## config.mk

```make
export PLATFORM = sky130hd
export DESIGN_NAME = pipeline_controller
export DESIGN_NICKNAME = d
export VERILOG_FILES = /design/src/design/cpu_ctrl_pkg.sv /design/src/design/pipe_stage.sv /design/src/design/startup_sequencer.sv /design/src/design/execute_decode.sv /design/src/design/memory_control.sv /design/src/design/writeback_control.sv /design/src/design/pipeline_controller.sv
export SDC_FILE = /design/constraint.sdc
export NUM_CORES = 1
export LEC_CHECK = 0
export BUFFER_PORTS_ARGS = -buffer_cell sky130_fd_sc_hd__buf_4
export CORE_ASPECT_RATIO = 1.25
export CORE_MARGIN = 8
export CORE_UTILIZATION = 34
export DETAILED_ROUTE_END_ITERATION = 10
export PLACE_DENSITY = 0.62
export SYNTH_ARGS = -nofsm -noshare
export SYNTH_HDL_FRONTEND = slang
export SYNTH_SLANG_ARGS = --single-unit
```

## constraint.sdc

```tcl
create_clock -name clk -period 3.3 [get_ports clk]
set_input_delay 0.33 -clock clk [delete_from_list [all_inputs] [get_ports clk]]
set_output_delay 0.33 -clock clk [all_outputs]
set_load 0.05 [all_outputs]
```

## src/design/cpu_ctrl_pkg.sv

```systemverilog
`default_nettype none

package cpu_ctrl_pkg;

    localparam int word_w = 32;

    // instruction field positions
    localparam int cond_hi       = 31;
    localparam int cond_lo       = 28;
    localparam int class_hi      = 27;
    localparam int class_lo      = 25;
    localparam int opcode_hi     = 27;
    localparam int opcode_lo     = 21;
    localparam int alu_op_hi     = 23;
    localparam int alu_op_lo     = 21;
    localparam int rn_hi         = 19;
    localparam int rn_lo         = 16;
    localparam int rd_hi         = 15;
    localparam int rd_lo         = 12;
    localparam int rs_hi         = 11;
    localparam int rs_lo         = 8;
    localparam int imm5_hi       = 11;
    localparam int imm5_lo       = 7;
    localparam int shift_op_hi   = 6;
    localparam int shift_op_lo   = 5;
    localparam int reg_shift_bit = 4;
    localparam int rm_hi         = 3;
    localparam int rm_lo         = 0;
    localparam int imm12_hi      = 11;
    localparam int imm12_lo      = 0;
    localparam int imm24_hi      = 23;
    localparam int imm24_lo      = 0;

    // p_bit doubles as the link bit for branches
    localparam int p_bit = 24;
    localparam int u_bit = 23;
    localparam int w_bit = 21;
    localparam int l_bit = 20;
    localparam int s_bit = 20;

    // NZCV in the status word
    localparam int flag_n = 31;
    localparam int flag_z = 30;
    localparam int flag_c = 29;
    localparam int flag_v = 28;

    localparam logic [2:0] cls_dp_reg = 3'b000;
    localparam logic [2:0] cls_dp_imm = 3'b001;
    localparam logic [2:0] cls_ldst   = 3'b010;
    localparam logic [2:0] cls_branch = 3'b101;

    localparam logic [3:0] cc_eq = 4'b0000;
    localparam logic [3:0] cc_ne = 4'b0001;
    localparam logic [3:0] cc_cs = 4'b0010;
    localparam logic [3:0] cc_cc = 4'b0011;
    localparam logic [3:0] cc_mi = 4'b0100;
    localparam logic [3:0] cc_pl = 4'b0101;
    localparam logic [3:0] cc_vs = 4'b0110;
    localparam logic [3:0] cc_vc = 4'b0111;
    localparam logic [3:0] cc_hi = 4'b1000;
    localparam logic [3:0] cc_ls = 4'b1001;
    localparam logic [3:0] cc_ge = 4'b1010;
    localparam logic [3:0] cc_lt = 4'b1011;
    localparam logic [3:0] cc_gt = 4'b1100;
    localparam logic [3:0] cc_le = 4'b1101;
    localparam logic [3:0] cc_al = 4'b1110;
    localparam logic [3:0] cc_nv = 4'b1111;

    localparam logic [2:0] alu_add = 3'b000;
    localparam logic [2:0] alu_sub = 3'b001;

    localparam logic [1:0] pc_next   = 2'b00;
    localparam logic [1:0] pc_reset  = 2'b01;
    localparam logic [1:0] pc_branch = 2'b10;

    localparam logic [1:0] src_none = 2'b00;
    localparam logic [1:0] src_reg  = 2'b01;
    localparam logic [1:0] src_imm  = 2'b10;

    typedef enum logic [2:0] {
        st_load_pc,
        st_fetch,
        st_fetch_wait,
        st_execute,
        st_memory,
        st_memory_wait,
        st_write_back,
        st_run
    } startup_state_t;

    // what a load needs for its late register write
    typedef struct packed {
        logic       is_load;
        logic [3:0] rd;
    } ldr_slot_t;

endpackage

`default_nettype wire

```

## src/design/pipe_stage.sv

```systemverilog
`timescale 1ns/1ps
`default_nettype none

module pipe_stage #(
    parameter type payload_t = logic [31:0]
) (
    input  logic     clk,
    input  logic     rst_n,
    input  logic     en,
    input  logic     squash,
    input  payload_t d,
    input  logic     d_valid,
    output payload_t q,
    output logic     q_valid
);

    // squash turns the incoming entry into a bubble
    always_ff @(posedge clk or negedge rst_n) begin
        if (!rst_n) begin
            q_valid <= 1'b0;
        end else if (en) begin
            q_valid <= d_valid & ~squash;
        end
    end

    // old contents stay put unless a valid entry lands
    always_ff @(posedge clk or negedge rst_n) begin
        if (!rst_n) begin
            q <= '0;
        end else if (en && d_valid && !squash) begin
            q <= d;
        end
    end

endmodule

`default_nettype wire

```

## src/design/startup_sequencer.sv

```systemverilog
`timescale 1ns/1ps
`default_nettype none

module startup_sequencer (
    input  logic clk,
    input  logic rst_n,
    output logic en_ex,
    output logic en_mem,
    output logic en_wait,
    output logic en_wb,
    output logic start_load_pc,
    output logic running
);

    cpu_ctrl_pkg::startup_state_t state;

    // one state per clock, then park in run
    always_ff @(posedge clk or negedge rst_n) begin
        if (!rst_n) begin
            state <= cpu_ctrl_pkg::st_load_pc;
        end else begin
            case (state)
                cpu_ctrl_pkg::st_load_pc:     state <= cpu_ctrl_pkg::st_fetch;
                cpu_ctrl_pkg::st_fetch:       state <= cpu_ctrl_pkg::st_fetch_wait;
                cpu_ctrl_pkg::st_fetch_wait:  state <= cpu_ctrl_pkg::st_execute;
                cpu_ctrl_pkg::st_execute:     state <= cpu_ctrl_pkg::st_memory;
                cpu_ctrl_pkg::st_memory:      state <= cpu_ctrl_pkg::st_memory_wait;
                cpu_ctrl_pkg::st_memory_wait: state <= cpu_ctrl_pkg::st_write_back;
                default:                      state <= cpu_ctrl_pkg::st_run;
            endcase
        end
    end

    // stages switch on in order and never off again
    assign en_ex   = (state >= cpu_ctrl_pkg::st_execute);
    assign en_mem  = (state >= cpu_ctrl_pkg::st_memory);
    assign en_wait = (state >= cpu_ctrl_pkg::st_memory_wait);
    assign en_wb   = (state >= cpu_ctrl_pkg::st_write_back);

    // reset vector load is also requested while rst_n is low
    assign start_load_pc = (state == cpu_ctrl_pkg::st_load_pc);
    assign running       = (state == cpu_ctrl_pkg::st_run);

endmodule

`default_nettype wire

```

## src/design/execute_decode.sv

```systemverilog
`timescale 1ns/1ps
`default_nettype none

module execute_decode (
    input  logic                            clk,
    input  logic                            rst_n,
    input  logic                            en,
    input  logic                            squash,
    input  logic [cpu_ctrl_pkg::word_w-1:0] instr_in,
    output logic [cpu_ctrl_pkg::word_w-1:0] instr_ex,
    output logic                            valid_ex,
    output logic [6:0]                      opcode_ex,
    output logic [3:0]                      rn_ex,
    output logic [3:0]                      rs_ex,
    output logic [3:0]                      rm_ex,
    output logic [4:0]                      imm5_ex,
    output logic [1:0]                      sel_a_in,
    output logic [1:0]                      sel_b_in,
    output logic [1:0]                      sel_shift_in,
    output logic                            sel_shift,
    output logic                            en_a,
    output logic                            en_b,
    output logic                            en_s
);

    logic [2:0] cls_ex;

    // instr_in is always a real fetch once the stage runs
    pipe_stage #(
        .payload_t(logic [cpu_ctrl_pkg::word_w-1:0])
    ) u_ex_stage (
        .clk    (clk),
        .rst_n  (rst_n),
        .en     (en),
        .squash (squash),
        .d      (instr_in),
        .d_valid(1'b1),
        .q      (instr_ex),
        .q_valid(valid_ex)
    );

    assign cls_ex    = instr_ex[cpu_ctrl_pkg::class_hi:cpu_ctrl_pkg::class_lo];
    assign opcode_ex = instr_ex[cpu_ctrl_pkg::opcode_hi:cpu_ctrl_pkg::opcode_lo];
    assign rn_ex     = instr_ex[cpu_ctrl_pkg::rn_hi:cpu_ctrl_pkg::rn_lo];
    assign rs_ex     = instr_ex[cpu_ctrl_pkg::rs_hi:cpu_ctrl_pkg::rs_lo];
    assign rm_ex     = instr_ex[cpu_ctrl_pkg::rm_hi:cpu_ctrl_pkg::rm_lo];
    assign imm5_ex   = instr_ex[cpu_ctrl_pkg::imm5_hi:cpu_ctrl_pkg::imm5_lo];

    // operand fetch controls for the register read ports
    always_comb begin
        sel_a_in     = cpu_ctrl_pkg::src_none;
        sel_b_in     = cpu_ctrl_pkg::src_none;
        sel_shift_in = cpu_ctrl_pkg::src_none;
        sel_shift    = 1'b0;
        en_a         = 1'b0;
        en_b         = 1'b0;
        en_s         = 1'b0;
        if (valid_ex) begin
            case (cls_ex)
                cpu_ctrl_pkg::cls_dp_reg: begin
                    sel_a_in     = cpu_ctrl_pkg::src_reg;
                    sel_b_in     = cpu_ctrl_pkg::src_reg;
                    en_a         = 1'b1;
                    en_b         = 1'b1;
                    en_s         = 1'b1;
                    // shift amount from rs or from imm5
                    sel_shift    = instr_ex[cpu_ctrl_pkg::reg_shift_bit];
                    sel_shift_in = instr_ex[cpu_ctrl_pkg::reg_shift_bit] ?
                                   cpu_ctrl_pkg::src_reg : cpu_ctrl_pkg::src_imm;
                end
                cpu_ctrl_pkg::cls_dp_imm: begin
                    sel_a_in = cpu_ctrl_pkg::src_reg;
                    en_a     = 1'b1;
                end
                cpu_ctrl_pkg::cls_ldst: begin
                    // base register and store data
                    sel_a_in = cpu_ctrl_pkg::src_reg;
                    sel_b_in = cpu_ctrl_pkg::src_reg;
                    en_a     = 1'b1;
                    en_b     = 1'b1;
                end
                default: begin
                end
            endcase
        end
    end

endmodule

`default_nettype wire

```

## src/design/memory_control.sv

```systemverilog
`timescale 1ns/1ps
`default_nettype none

module memory_control (
    input  logic                            clk,
    input  logic                            rst_n,
    input  logic                            en,
    input  logic [cpu_ctrl_pkg::word_w-1:0] instr_ex,
    input  logic                            valid_ex,
    input  logic [cpu_ctrl_pkg::word_w-1:0] status_reg,
    input  logic                            start_load_pc,
    input  logic                            running,
    output logic [3:0]                      cond_mem,
    output logic [6:0]                      opcode_mem,
    output logic [3:0]                      rd_mem,
    output logic [1:0]                      shift_op_mem,
    output logic [11:0]                     imm12_mem,
    output logic [23:0]                     imm24_mem,
    output logic [1:0]                      sel_pc,
    output logic                            load_pc,
    output logic                            sel_branch_imm,
    output logic                            sel_a,
    output logic                            sel_b,
    output logic [2:0]                      alu_op,
    output logic                            sel_post_indexing,
    output logic                            en_status,
    output logic                            sel_load_lr,
    output logic                            w_en1,
    output logic                            mem_w_en,
    output logic                            branch_taken,
    output cpu_ctrl_pkg::ldr_slot_t         slot,
    output logic                            slot_valid
);

    logic [cpu_ctrl_pkg::word_w-1:0] instr_mem;
    logic                            valid_mem;
    logic [2:0]                      cls_mem;
    logic                            n_f;
    logic                            z_f;
    logic                            c_f;
    logic                            v_f;
    logic                            cond_pass;
    logic                            exec_mem;

    pipe_stage #(
        .payload_t(logic [cpu_ctrl_pkg::word_w-1:0])
    ) u_mem_stage (
        .clk    (clk),
        .rst_n  (rst_n),
        .en     (en),
        .squash (branch_taken),
        .d      (instr_ex),
        .d_valid(valid_ex),
        .q      (instr_mem),
        .q_valid(valid_mem)
    );

    assign cls_mem      = instr_mem[cpu_ctrl_pkg::class_hi:cpu_ctrl_pkg::class_lo];
    assign cond_mem     = instr_mem[cpu_ctrl_pkg::cond_hi:cpu_ctrl_pkg::cond_lo];
    assign opcode_mem   = instr_mem[cpu_ctrl_pkg::opcode_hi:cpu_ctrl_pkg::opcode_lo];
    assign rd_mem       = instr_mem[cpu_ctrl_pkg::rd_hi:cpu_ctrl_pkg::rd_lo];
    assign shift_op_mem = instr_mem[cpu_ctrl_pkg::shift_op_hi:cpu_ctrl_pkg::shift_op_lo];
    assign imm12_mem    = instr_mem[cpu_ctrl_pkg::imm12_hi:cpu_ctrl_pkg::imm12_lo];
    assign imm24_mem    = instr_mem[cpu_ctrl_pkg::imm24_hi:cpu_ctrl_pkg::imm24_lo];

    assign n_f = status_reg[cpu_ctrl_pkg::flag_n];
    assign z_f = status_reg[cpu_ctrl_pkg::flag_z];
    assign c_f = status_reg[cpu_ctrl_pkg::flag_c];
    assign v_f = status_reg[cpu_ctrl_pkg::flag_v];

    // ARM condition table
    always_comb begin
        case (cond_mem)
            cpu_ctrl_pkg::cc_eq: cond_pass = z_f;
            cpu_ctrl_pkg::cc_ne: cond_pass = ~z_f;
            cpu_ctrl_pkg::cc_cs: cond_pass = c_f;
            cpu_ctrl_pkg::cc_cc: cond_pass = ~c_f;
            cpu_ctrl_pkg::cc_mi: cond_pass = n_f;
            cpu_ctrl_pkg::cc_pl: cond_pass = ~n_f;
            cpu_ctrl_pkg::cc_vs: cond_pass = v_f;
            cpu_ctrl_pkg::cc_vc: cond_pass = ~v_f;
            cpu_ctrl_pkg::cc_hi: cond_pass = c_f & ~z_f;
            cpu_ctrl_pkg::cc_ls: cond_pass = ~c_f | z_f;
            cpu_ctrl_pkg::cc_ge: cond_pass = (n_f == v_f);
            cpu_ctrl_pkg::cc_lt: cond_pass = (n_f != v_f);
            cpu_ctrl_pkg::cc_gt: cond_pass = ~z_f & (n_f == v_f);
            cpu_ctrl_pkg::cc_le: cond_pass = z_f | (n_f != v_f);
            cpu_ctrl_pkg::cc_al: cond_pass = 1'b1;
            cpu_ctrl_pkg::cc_nv: cond_pass = 1'b0;
            default:             cond_pass = 1'b0;
        endcase
    end

    assign exec_mem = valid_mem & cond_pass;

    // operand A is always the register path here
    assign sel_a = 1'b0;

    always_comb begin
        sel_branch_imm    = 1'b0;
        sel_b             = 1'b0;
        alu_op            = cpu_ctrl_pkg::alu_add;
        sel_post_indexing = 1'b0;
        en_status         = 1'b0;
        sel_load_lr       = 1'b0;
        w_en1             = 1'b0;
        mem_w_en          = 1'b0;
        branch_taken      = 1'b0;
        if (exec_mem) begin
            case (cls_mem)
                cpu_ctrl_pkg::cls_dp_reg, cpu_ctrl_pkg::cls_dp_imm: begin
                    alu_op    = instr_mem[cpu_ctrl_pkg::alu_op_hi:cpu_ctrl_pkg::alu_op_lo];
                    sel_b     = (cls_mem == cpu_ctrl_pkg::cls_dp_imm);
                    en_status = instr_mem[cpu_ctrl_pkg::s_bit];
                    w_en1     = 1'b1;
                end
                cpu_ctrl_pkg::cls_ldst: begin
                    alu_op = instr_mem[cpu_ctrl_pkg::u_bit] ?
                             cpu_ctrl_pkg::alu_add : cpu_ctrl_pkg::alu_sub;
                    sel_b             = 1'b1;
                    sel_post_indexing = ~instr_mem[cpu_ctrl_pkg::p_bit];
                    // base write-back for pre-index with W, always for post-index
                    w_en1    = instr_mem[cpu_ctrl_pkg::w_bit] | ~instr_mem[cpu_ctrl_pkg::p_bit];
                    mem_w_en = ~instr_mem[cpu_ctrl_pkg::l_bit];
                end
                cpu_ctrl_pkg::cls_branch: begin
                    branch_taken   = 1'b1;
                    sel_branch_imm = 1'b1;
                    sel_load_lr    = instr_mem[cpu_ctrl_pkg::p_bit];
                    w_en1          = instr_mem[cpu_ctrl_pkg::p_bit];
                end
                default: begin
                end
            endcase
        end
    end

    // pc loads every cycle once running
    assign load_pc = start_load_pc | running;
    assign sel_pc  = start_load_pc ? cpu_ctrl_pkg::pc_reset :
                     branch_taken  ? cpu_ctrl_pkg::pc_branch : cpu_ctrl_pkg::pc_next;

    // only executed loads head for the late write port
    assign slot.is_load = (cls_mem == cpu_ctrl_pkg::cls_ldst) & instr_mem[cpu_ctrl_pkg::l_bit];
    assign slot.rd      = rd_mem;
    assign slot_valid   = exec_mem & slot.is_load;

endmodule

`default_nettype wire

```

## src/design/writeback_control.sv

```systemverilog
`timescale 1ns/1ps
`default_nettype none

module writeback_control (
    input  logic                    clk,
    input  logic                    rst_n,
    input  logic                    en_wait,
    input  logic                    en_wb,
    input  cpu_ctrl_pkg::ldr_slot_t slot,
    input  logic                    slot_valid,
    output logic                    w_en_ldr,
    output logic [3:0]              rd_ldr
);

    cpu_ctrl_pkg::ldr_slot_t wait_slot;
    logic                    wait_valid;
    cpu_ctrl_pkg::ldr_slot_t wb_slot;
    logic                    wb_valid;

    // data memory read latency
    pipe_stage #(
        .payload_t(cpu_ctrl_pkg::ldr_slot_t)
    ) u_wait_stage (
        .clk    (clk),
        .rst_n  (rst_n),
        .en     (en_wait),
        .squash (1'b0),
        .d      (slot),
        .d_valid(slot_valid),
        .q      (wait_slot),
        .q_valid(wait_valid)
    );

    pipe_stage #(
        .payload_t(cpu_ctrl_pkg::ldr_slot_t)
    ) u_wb_stage (
        .clk    (clk),
        .rst_n  (rst_n),
        .en     (en_wb),
        .squash (1'b0),
        .d      (wait_slot),
        .d_valid(wait_valid),
        .q      (wb_slot),
        .q_valid(wb_valid)
    );

    assign w_en_ldr = wb_valid & wb_slot.is_load;
    assign rd_ldr   = wb_slot.rd;

endmodule

`default_nettype wire

```

## src/design/pipeline_controller.sv

```systemverilog
`timescale 1ns/1ps
`default_nettype none

module pipeline_controller (
    input  logic                            clk,
    input  logic                            rst_n,
    input  logic [cpu_ctrl_pkg::word_w-1:0] instr_in,
    input  logic [cpu_ctrl_pkg::word_w-1:0] status_reg,
    // execute stage
    output logic [6:0]                      opcode_ex,
    output logic [3:0]                      rn_ex,
    output logic [3:0]                      rs_ex,
    output logic [3:0]                      rm_ex,
    output logic [4:0]                      imm5_ex,
    output logic [1:0]                      sel_a_in,
    output logic [1:0]                      sel_b_in,
    output logic [1:0]                      sel_shift_in,
    output logic                            sel_shift,
    output logic                            en_a,
    output logic                            en_b,
    output logic                            en_s,
    // memory stage
    output logic [3:0]                      cond_mem,
    output logic [6:0]                      opcode_mem,
    output logic [3:0]                      rd_mem,
    output logic [1:0]                      shift_op_mem,
    output logic [11:0]                     imm12_mem,
    output logic [23:0]                     imm24_mem,
    output logic [1:0]                      sel_pc,
    output logic                            load_pc,
    output logic                            sel_branch_imm,
    output logic                            sel_a,
    output logic                            sel_b,
    output logic [2:0]                      alu_op,
    output logic                            sel_post_indexing,
    output logic                            en_status,
    output logic                            sel_load_lr,
    output logic                            w_en1,
    output logic                            mem_w_en,
    // load write-back
    output logic                            w_en_ldr,
    output logic [3:0]                      rd_ldr
);

    logic                            en_ex;
    logic                            en_mem;
    logic                            en_wait;
    logic                            en_wb;
    logic                            start_load_pc;
    logic                            running;
    logic [cpu_ctrl_pkg::word_w-1:0] instr_ex;
    logic                            valid_ex;
    logic                            branch_taken;
    cpu_ctrl_pkg::ldr_slot_t         slot;
    logic                            slot_valid;

    // same-named nets connect implicitly
    startup_sequencer u_startup_sequencer (.*);

    execute_decode u_execute_decode (
        .en    (en_ex),
        .squash(branch_taken),
        .*
    );

    memory_control u_memory_control (
        .en(en_mem),
        .*
    );

    writeback_control u_writeback_control (.*);

endmodule

`default_nettype wire

```

# Word-level counts from Yosys, hierarchy flattened
# Cells that the tools add are included.
# op_classes
bitwise_logic	18
n_shift	0
n_reduce_logical	13
n_eq_ne	28
n_mul	0
div	0
n_addsub	0
n_lt_le_gt_ge	4
n_mux	36
# ops
op	n
== test 4 bit (second input constant)	8
2-to-1 mux 1 bit	23
case mux 3 bit (6 select lines)	1
== test 4 x 3 -> 1 bit (second input constant)	4
case mux 1 bit (16 select lines)	1
2-to-1 mux 2 bit	7
== test 3 x 2 -> 1 bit (second input constant)	4
== test 3 bit (second input constant)	4
== test 3 x 1 -> 1 bit (second input constant)	3
>= comparator 3 bit (second input constant)	3
zero test 3 bit	3
== test 4 x 2 -> 1 bit (second input constant)	2
AND 1 bit	7
NOT 1 bit	7
case mux 3 bit (2 select lines)	1
logical AND 1 bit	5
== test 4 x 1 -> 1 bit (second input constant)	1
zero test 4 bit	1
OR 1 bit	4
OR reduction 2 bit	2
>= comparator 3 x 2 -> 1 bit (second input constant)	1
2-to-1 mux 3 bit	1
case mux 1 bit (3 select lines)	1
OR reduction 3 bit	1
4 further kinds	4
# totals
latch_bits	0
out_inout_bits	106
memories	0
mem_bits_ro	0
wordCells	110
register_bits	81
inputBits	66
mem_bits_rw	0

# Logic depth before layout (Yosys ltp)
# depth
word_depth	7
mapped_depth	9
ltp_nobuf	6

# Hierarchy
# A second synthesis with hierarchy kept.
# unflattened
cells_unflattened	310
area_unflattened_um2	4317.9
# modules_own_cells
module	seq_area_each_um2	area_each_um2	cells_per_inst	n_inst
pipe_stage at u_execute_decode.u_ex_stage ...	825.8	1357.6	71	2
memory_control	0.0	664.4	88	1
pipe_stage at u_writeback_control.u_wait_stage ...	150.1	254.0	14	2
execute_decode	0.0	277.8	37	1
startup_sequencer	75.1	142.6	13	1
writeback_control	0.0	10.0	2	1

# Least setup slack after synthesis
# OpenSTA, ideal clock, no wires.
# synth_path
path_type	register -> output
start	register u_memory_control.u_mem_stage.q[28] in the netlist's numbering
end	output w_en1
arrival_time_ns	3.906
slack_ns	-0.936
stages_incl_launch_ff	7
n_path_buf	1
required_ns	2.970
cell_sequence	dfrtp_1 buf_6 nor3b_1 o311ai_0 a21oi_2 nor2_1 a2111oi_0
# synth_between
elab_chain_len	4
word_cells_on_any_way	19
cone_classes	15 x eq/ne; 2 x mux; 1 x bitwise; 1 x reduce/logical
# synth_lines
element	line	source
from (decl)	pipe_stage.sv:13	output payload_t q,
from (signal assigned)	pipe_stage.sv:29	q <= '0;
from (signal assigned)	pipe_stage.sv:31	q <= d;
== test 4 bit (tied with other cells)	memory_control.sv:73	case (cond_mem)
case mux 1 bit (16 select lines) *	memory_control.sv:73	
AND 1 bit *	memory_control.sv:94	assign exec_mem = valid_mem & cond_pass;
2-to-1 mux 1 bit *	memory_control.sv:109	if (exec_mem) begin
to (decl)	pipeline_controller.sv:38	output logic w_en1,
# Mark *: on every way between the ends. The rest lies on a longest branch, timed or not.

# Worst setup path in the final report
# layout_path
start	register u_memory_control.u_mem_stage.q[29] in the netlist's numbering
end	output sel_load_lr
# layout_between
elab_chain_len	4
word_cells_on_any_way	19
cone_classes	15 x eq/ne; 2 x mux; 1 x bitwise; 1 x reduce/logical
# layout_lines
element	line	source
== test 4 bit (tied with other cells)	memory_control.sv:73	
case mux 1 bit (16 select lines) *	memory_control.sv:73	
AND 1 bit *	memory_control.sv:94	
2-to-1 mux 1 bit *	memory_control.sv:109	
to (decl)	pipeline_controller.sv:37	output logic sel_load_lr,
# Marked as above.

==> impl_metrics.env <==
export IMPL_cts_root_buffer="clkbuf_16"
export IMPL_cts_setup_buffers=0
export IMPL_layout_cells_most_common_list="buf_4, dfrtp_1, mux2_4, mux2_2, nand2_1"
export IMPL_syn_area_um2=4190
export IMPL_timing_setup_tns_ns=0
export IMPL_synth_distinct_cells=43
export IMPL_grtUsageTotal=0.115
export IMPL_insertedDiodeCount=0
export IMPL_numCtsBuffers=9
export IMPL_port_buffer_count=140
export IMPL_cp_common_cell="mux2i_1"
export IMPL_fin_skew_ns=0.00833
export IMPL_drt_iter0_drc=74
export IMPL_tritoncts="done"
export IMPL_cp_top_family="flip-flops"
export IMPL_synth_seq_cells=81
export IMPL_timing_final_crit_period_ns=2.73
export IMPL_reg2reg_depth=7
export IMPL_grt_pass1_wl_um=14700
export IMPL_core_um2=12100
export IMPL_tightest_slew_ns=0.995
export IMPL_grt_overflow=0
export IMPL_grt_pass1_vias=2795
export IMPL_top_level_ports=172
export IMPL_multi_input_area_um2=1550
export IMPL_hold_viol_final=0
export IMPL_first_pass_iters=4
export IMPL_gp_congestion=0.709
export IMPL_row_count=45
export IMPL_grt_max_degree=82
export IMPL_holdBufCountCts=0
export IMPL_max_freq_mhz=366
export IMPL_totalWireLength_um=9020
export IMPL_dieHeight_um=140
export IMPL_crit_type="flip-flop to output port"
export IMPL_drc_errors=0
export IMPL_antenna_found_initial=0
export IMPL_syn_inst=317
export IMPL_cp_required_ns=2.97
export IMPL_cts_sinks=81
export IMPL_status="finished clean"
export IMPL_cp_num_cells=7
export IMPL_max_stage_delay_ns=0.54
export IMPL_async_flop_share=1.00
export IMPL_wl_per_cell_um=15.9
export IMPL_end_kind="output port"
export IMPL_layout_commonest_cell="buf_4"
export IMPL_dpl_hpwl_um=6720
export IMPL_start_util=0.346
export IMPL_fill_cells=1168
export IMPL_vias=2514
export IMPL_clk_latency_ns=0.33
export IMPL_ys_flop_type="dfrtp_1"
export IMPL_setup_viol=0
export IMPL_cts_path_max_buffers=2
export IMPL_ys_seq_area_frac=0.484
export IMPL_fin_crit_sh=0.828
export IMPL_path_cells="mux2i_1 > mux2i_1 > nand4_2 > o21ai_4 > inv_1 > and2_1 > buf_4"
export IMPL_synth_top_cell_area_share=0.484
export IMPL_avgSynthCellArea_um2=13.2
export IMPL_final_seq_area_um2=2030
export IMPL_critPathLaunchType="flip-flop"
export IMPL_worstPathArrival_ns=2.40
export IMPL_crit_buf_inv=2
export IMPL_antenna_left=0
export IMPL_final_max_slew_viol_count=0
export IMPL_drive_gt1_frac=0.587
export IMPL_final_nets=465
export IMPL_critPathMaxFanout=10
export IMPL_area_delta_synth_final_pct=24.0
export IMPL_via_per_inst=4.43
export IMPL_cap_violations=0
export IMPL_relSlewSlack=0.336
export IMPL_cts_reportedPaths_clkPinSlew_ns=0.07
export IMPL_synth_edff_count=0
export IMPL_yosysTopAreaCell="dfrtp_1"
export IMPL_rsz0062_at_grt="false"
export IMPL_cts_resized=0
export IMPL_hp_class="primary input to async pin"
export IMPL_cts_max_level=3
export IMPL_synth_area_top_cells="dfrtp_1, mux2_4, buf_4, mux2_2, buf_6"
export IMPL_die_w_um=115
export IMPL_ys_warn_count=0
export IMPL_cp_slowest_cell="dfrtp_1"
export IMPL_die_area_um2=16100
==> flip-flops by register name, indices dropped and copies added (netlist names), 3 cells and up <==
name                                flops
u_memory_control.u_mem_stage.q         32
u_startup_sequencer.state               3
u_writeback_control.u_wb_stage.q        5
u_execute_decode.u_ex_stage.q          32
u_writeback_control.u_wait_stage.q      5
==> final timing paths <==
| kind | start | end | slack, ns |
|---|---|---|---|
| max in group asynchronous | rst_n | u_memory_control.u_mem_stage.q[5]$_DFFE_PN0P_ | 2.49 |
| min in group clk | instr_in[12] | u_execute_decode.u_ex_stage.q[12]$_DFFE_PN0P_ | 0.22 |
| max | u_memory_control.u_mem_stage.q[29]$_DFFE_PN0P_ | sel_load_lr | 0.57 |
| max reg2reg | u_memory_control.u_mem_stage.q[29]$_DFFE_PN0P_ | u_memory_control.u_mem_stage.q[18]$_DFFE_PN0P_ | 0.59 |
| min reg2reg | u_writeback_control.u_wait_stage.q[4]$_DFFE_PN0P_ | u_writeback_control.u_wait_stage.q[4]$_DFFE_PN0P_ | 0.46 |
| min | rst_n | u_writeback_control.u_wait_stage.q[0]$_DFFE_PN0P_ | 0.17 |
==> cells in the mapped netlist, types with 3 or more instances <==
cell type / count
a21oi_1: 4
buf_12: 3
buf_4: 61
nor3_1: 7
nor3b_1: 4
mux2_2: 19
nand2_1: 12
nand2b_1: 5
nand3_1: 6
mux2i_1: 4
buf_6: 6
o21ai_0: 3
mux2_4: 49
inv_1: 7
nor2_1: 9
dfrtp_1: 81
and2_1: 4
==> layer usage <==
layer	track usage	share of wire	wire length [µm]	vias up
li1	-	-	-	1189
met1	0.134	0.42	3770	1240
met2	0.195	0.51	4610	78
met3	0.0305	0.057	510	7
met4	0.0472	0.013	121	0
met5	0	0	0	-
==> per-stage QoR <==
| step | instances | setup WS [ns] | instance area (µm²) | util | hold slack [ns] |
|---|---|---|---|---|---|
| after CTS | 568 | 0.533 | 5190 | 0.429 | 0.205 |
| after detailed placement | 552 | 0.551 | 4890 | 0.404 | 0.451 |
| after global placement | 552 | 0.605 | 4890 | 0.404 | 0.447 |
| after floorplan | 319 | 0.230 | 4200 | - | 0.0344 |
| final | 568 | 0.568 | 5190 | 0.429 | 0.171 |
| after global routing | 568 | 0.397 | 5190 | 0.429 | 0.209 |
==> layout make-up <==
cell class              instances  area share
flip-flops and latches         81       0.390
multi-input cells             158       0.298
repair buffers                142       0.208
clock buffers                   9      0.0434
well taps                     164      0.0395
clock inverters                 7      0.0154
inverters                       7     0.00506
==> logic make-up (layout without fill, tap and decap cells) <==
| kind of cell | after synthesis | in the layout | synth area share |
|---|---|---|---|
| buffers and inverters | 80 | 165 | 0.149 |
| XOR/XNOR | 2 | 2 | 0.00419 |
| multiplexers | 72 | 72 | 0.236 |
| flip-flops | 81 | 81 | 0.484 |
| other | 1 | 3 | 0.000896 |
| AO/OA/AOI/OAI | 19 | 19 | 0.0356 |
| AND/OR/NAND/NOR | 62 | 62 | 0.0894 |
==> worst reg2reg max path, delay by kind of cell, from the launching register on <==
family | cells | cell delay (ns)
and+or+nand+nor | 2 | 0.52
muxes | 3 | 0.88
DFF | 1 | 0.54
AOI/OAI and AO/OA | 1 | 0.29
buffers and inverters | 1 | 0.37
Power is not shown: default switching activity piles up to over one toggle a cycle in this logic, so the estimate is an artifact.
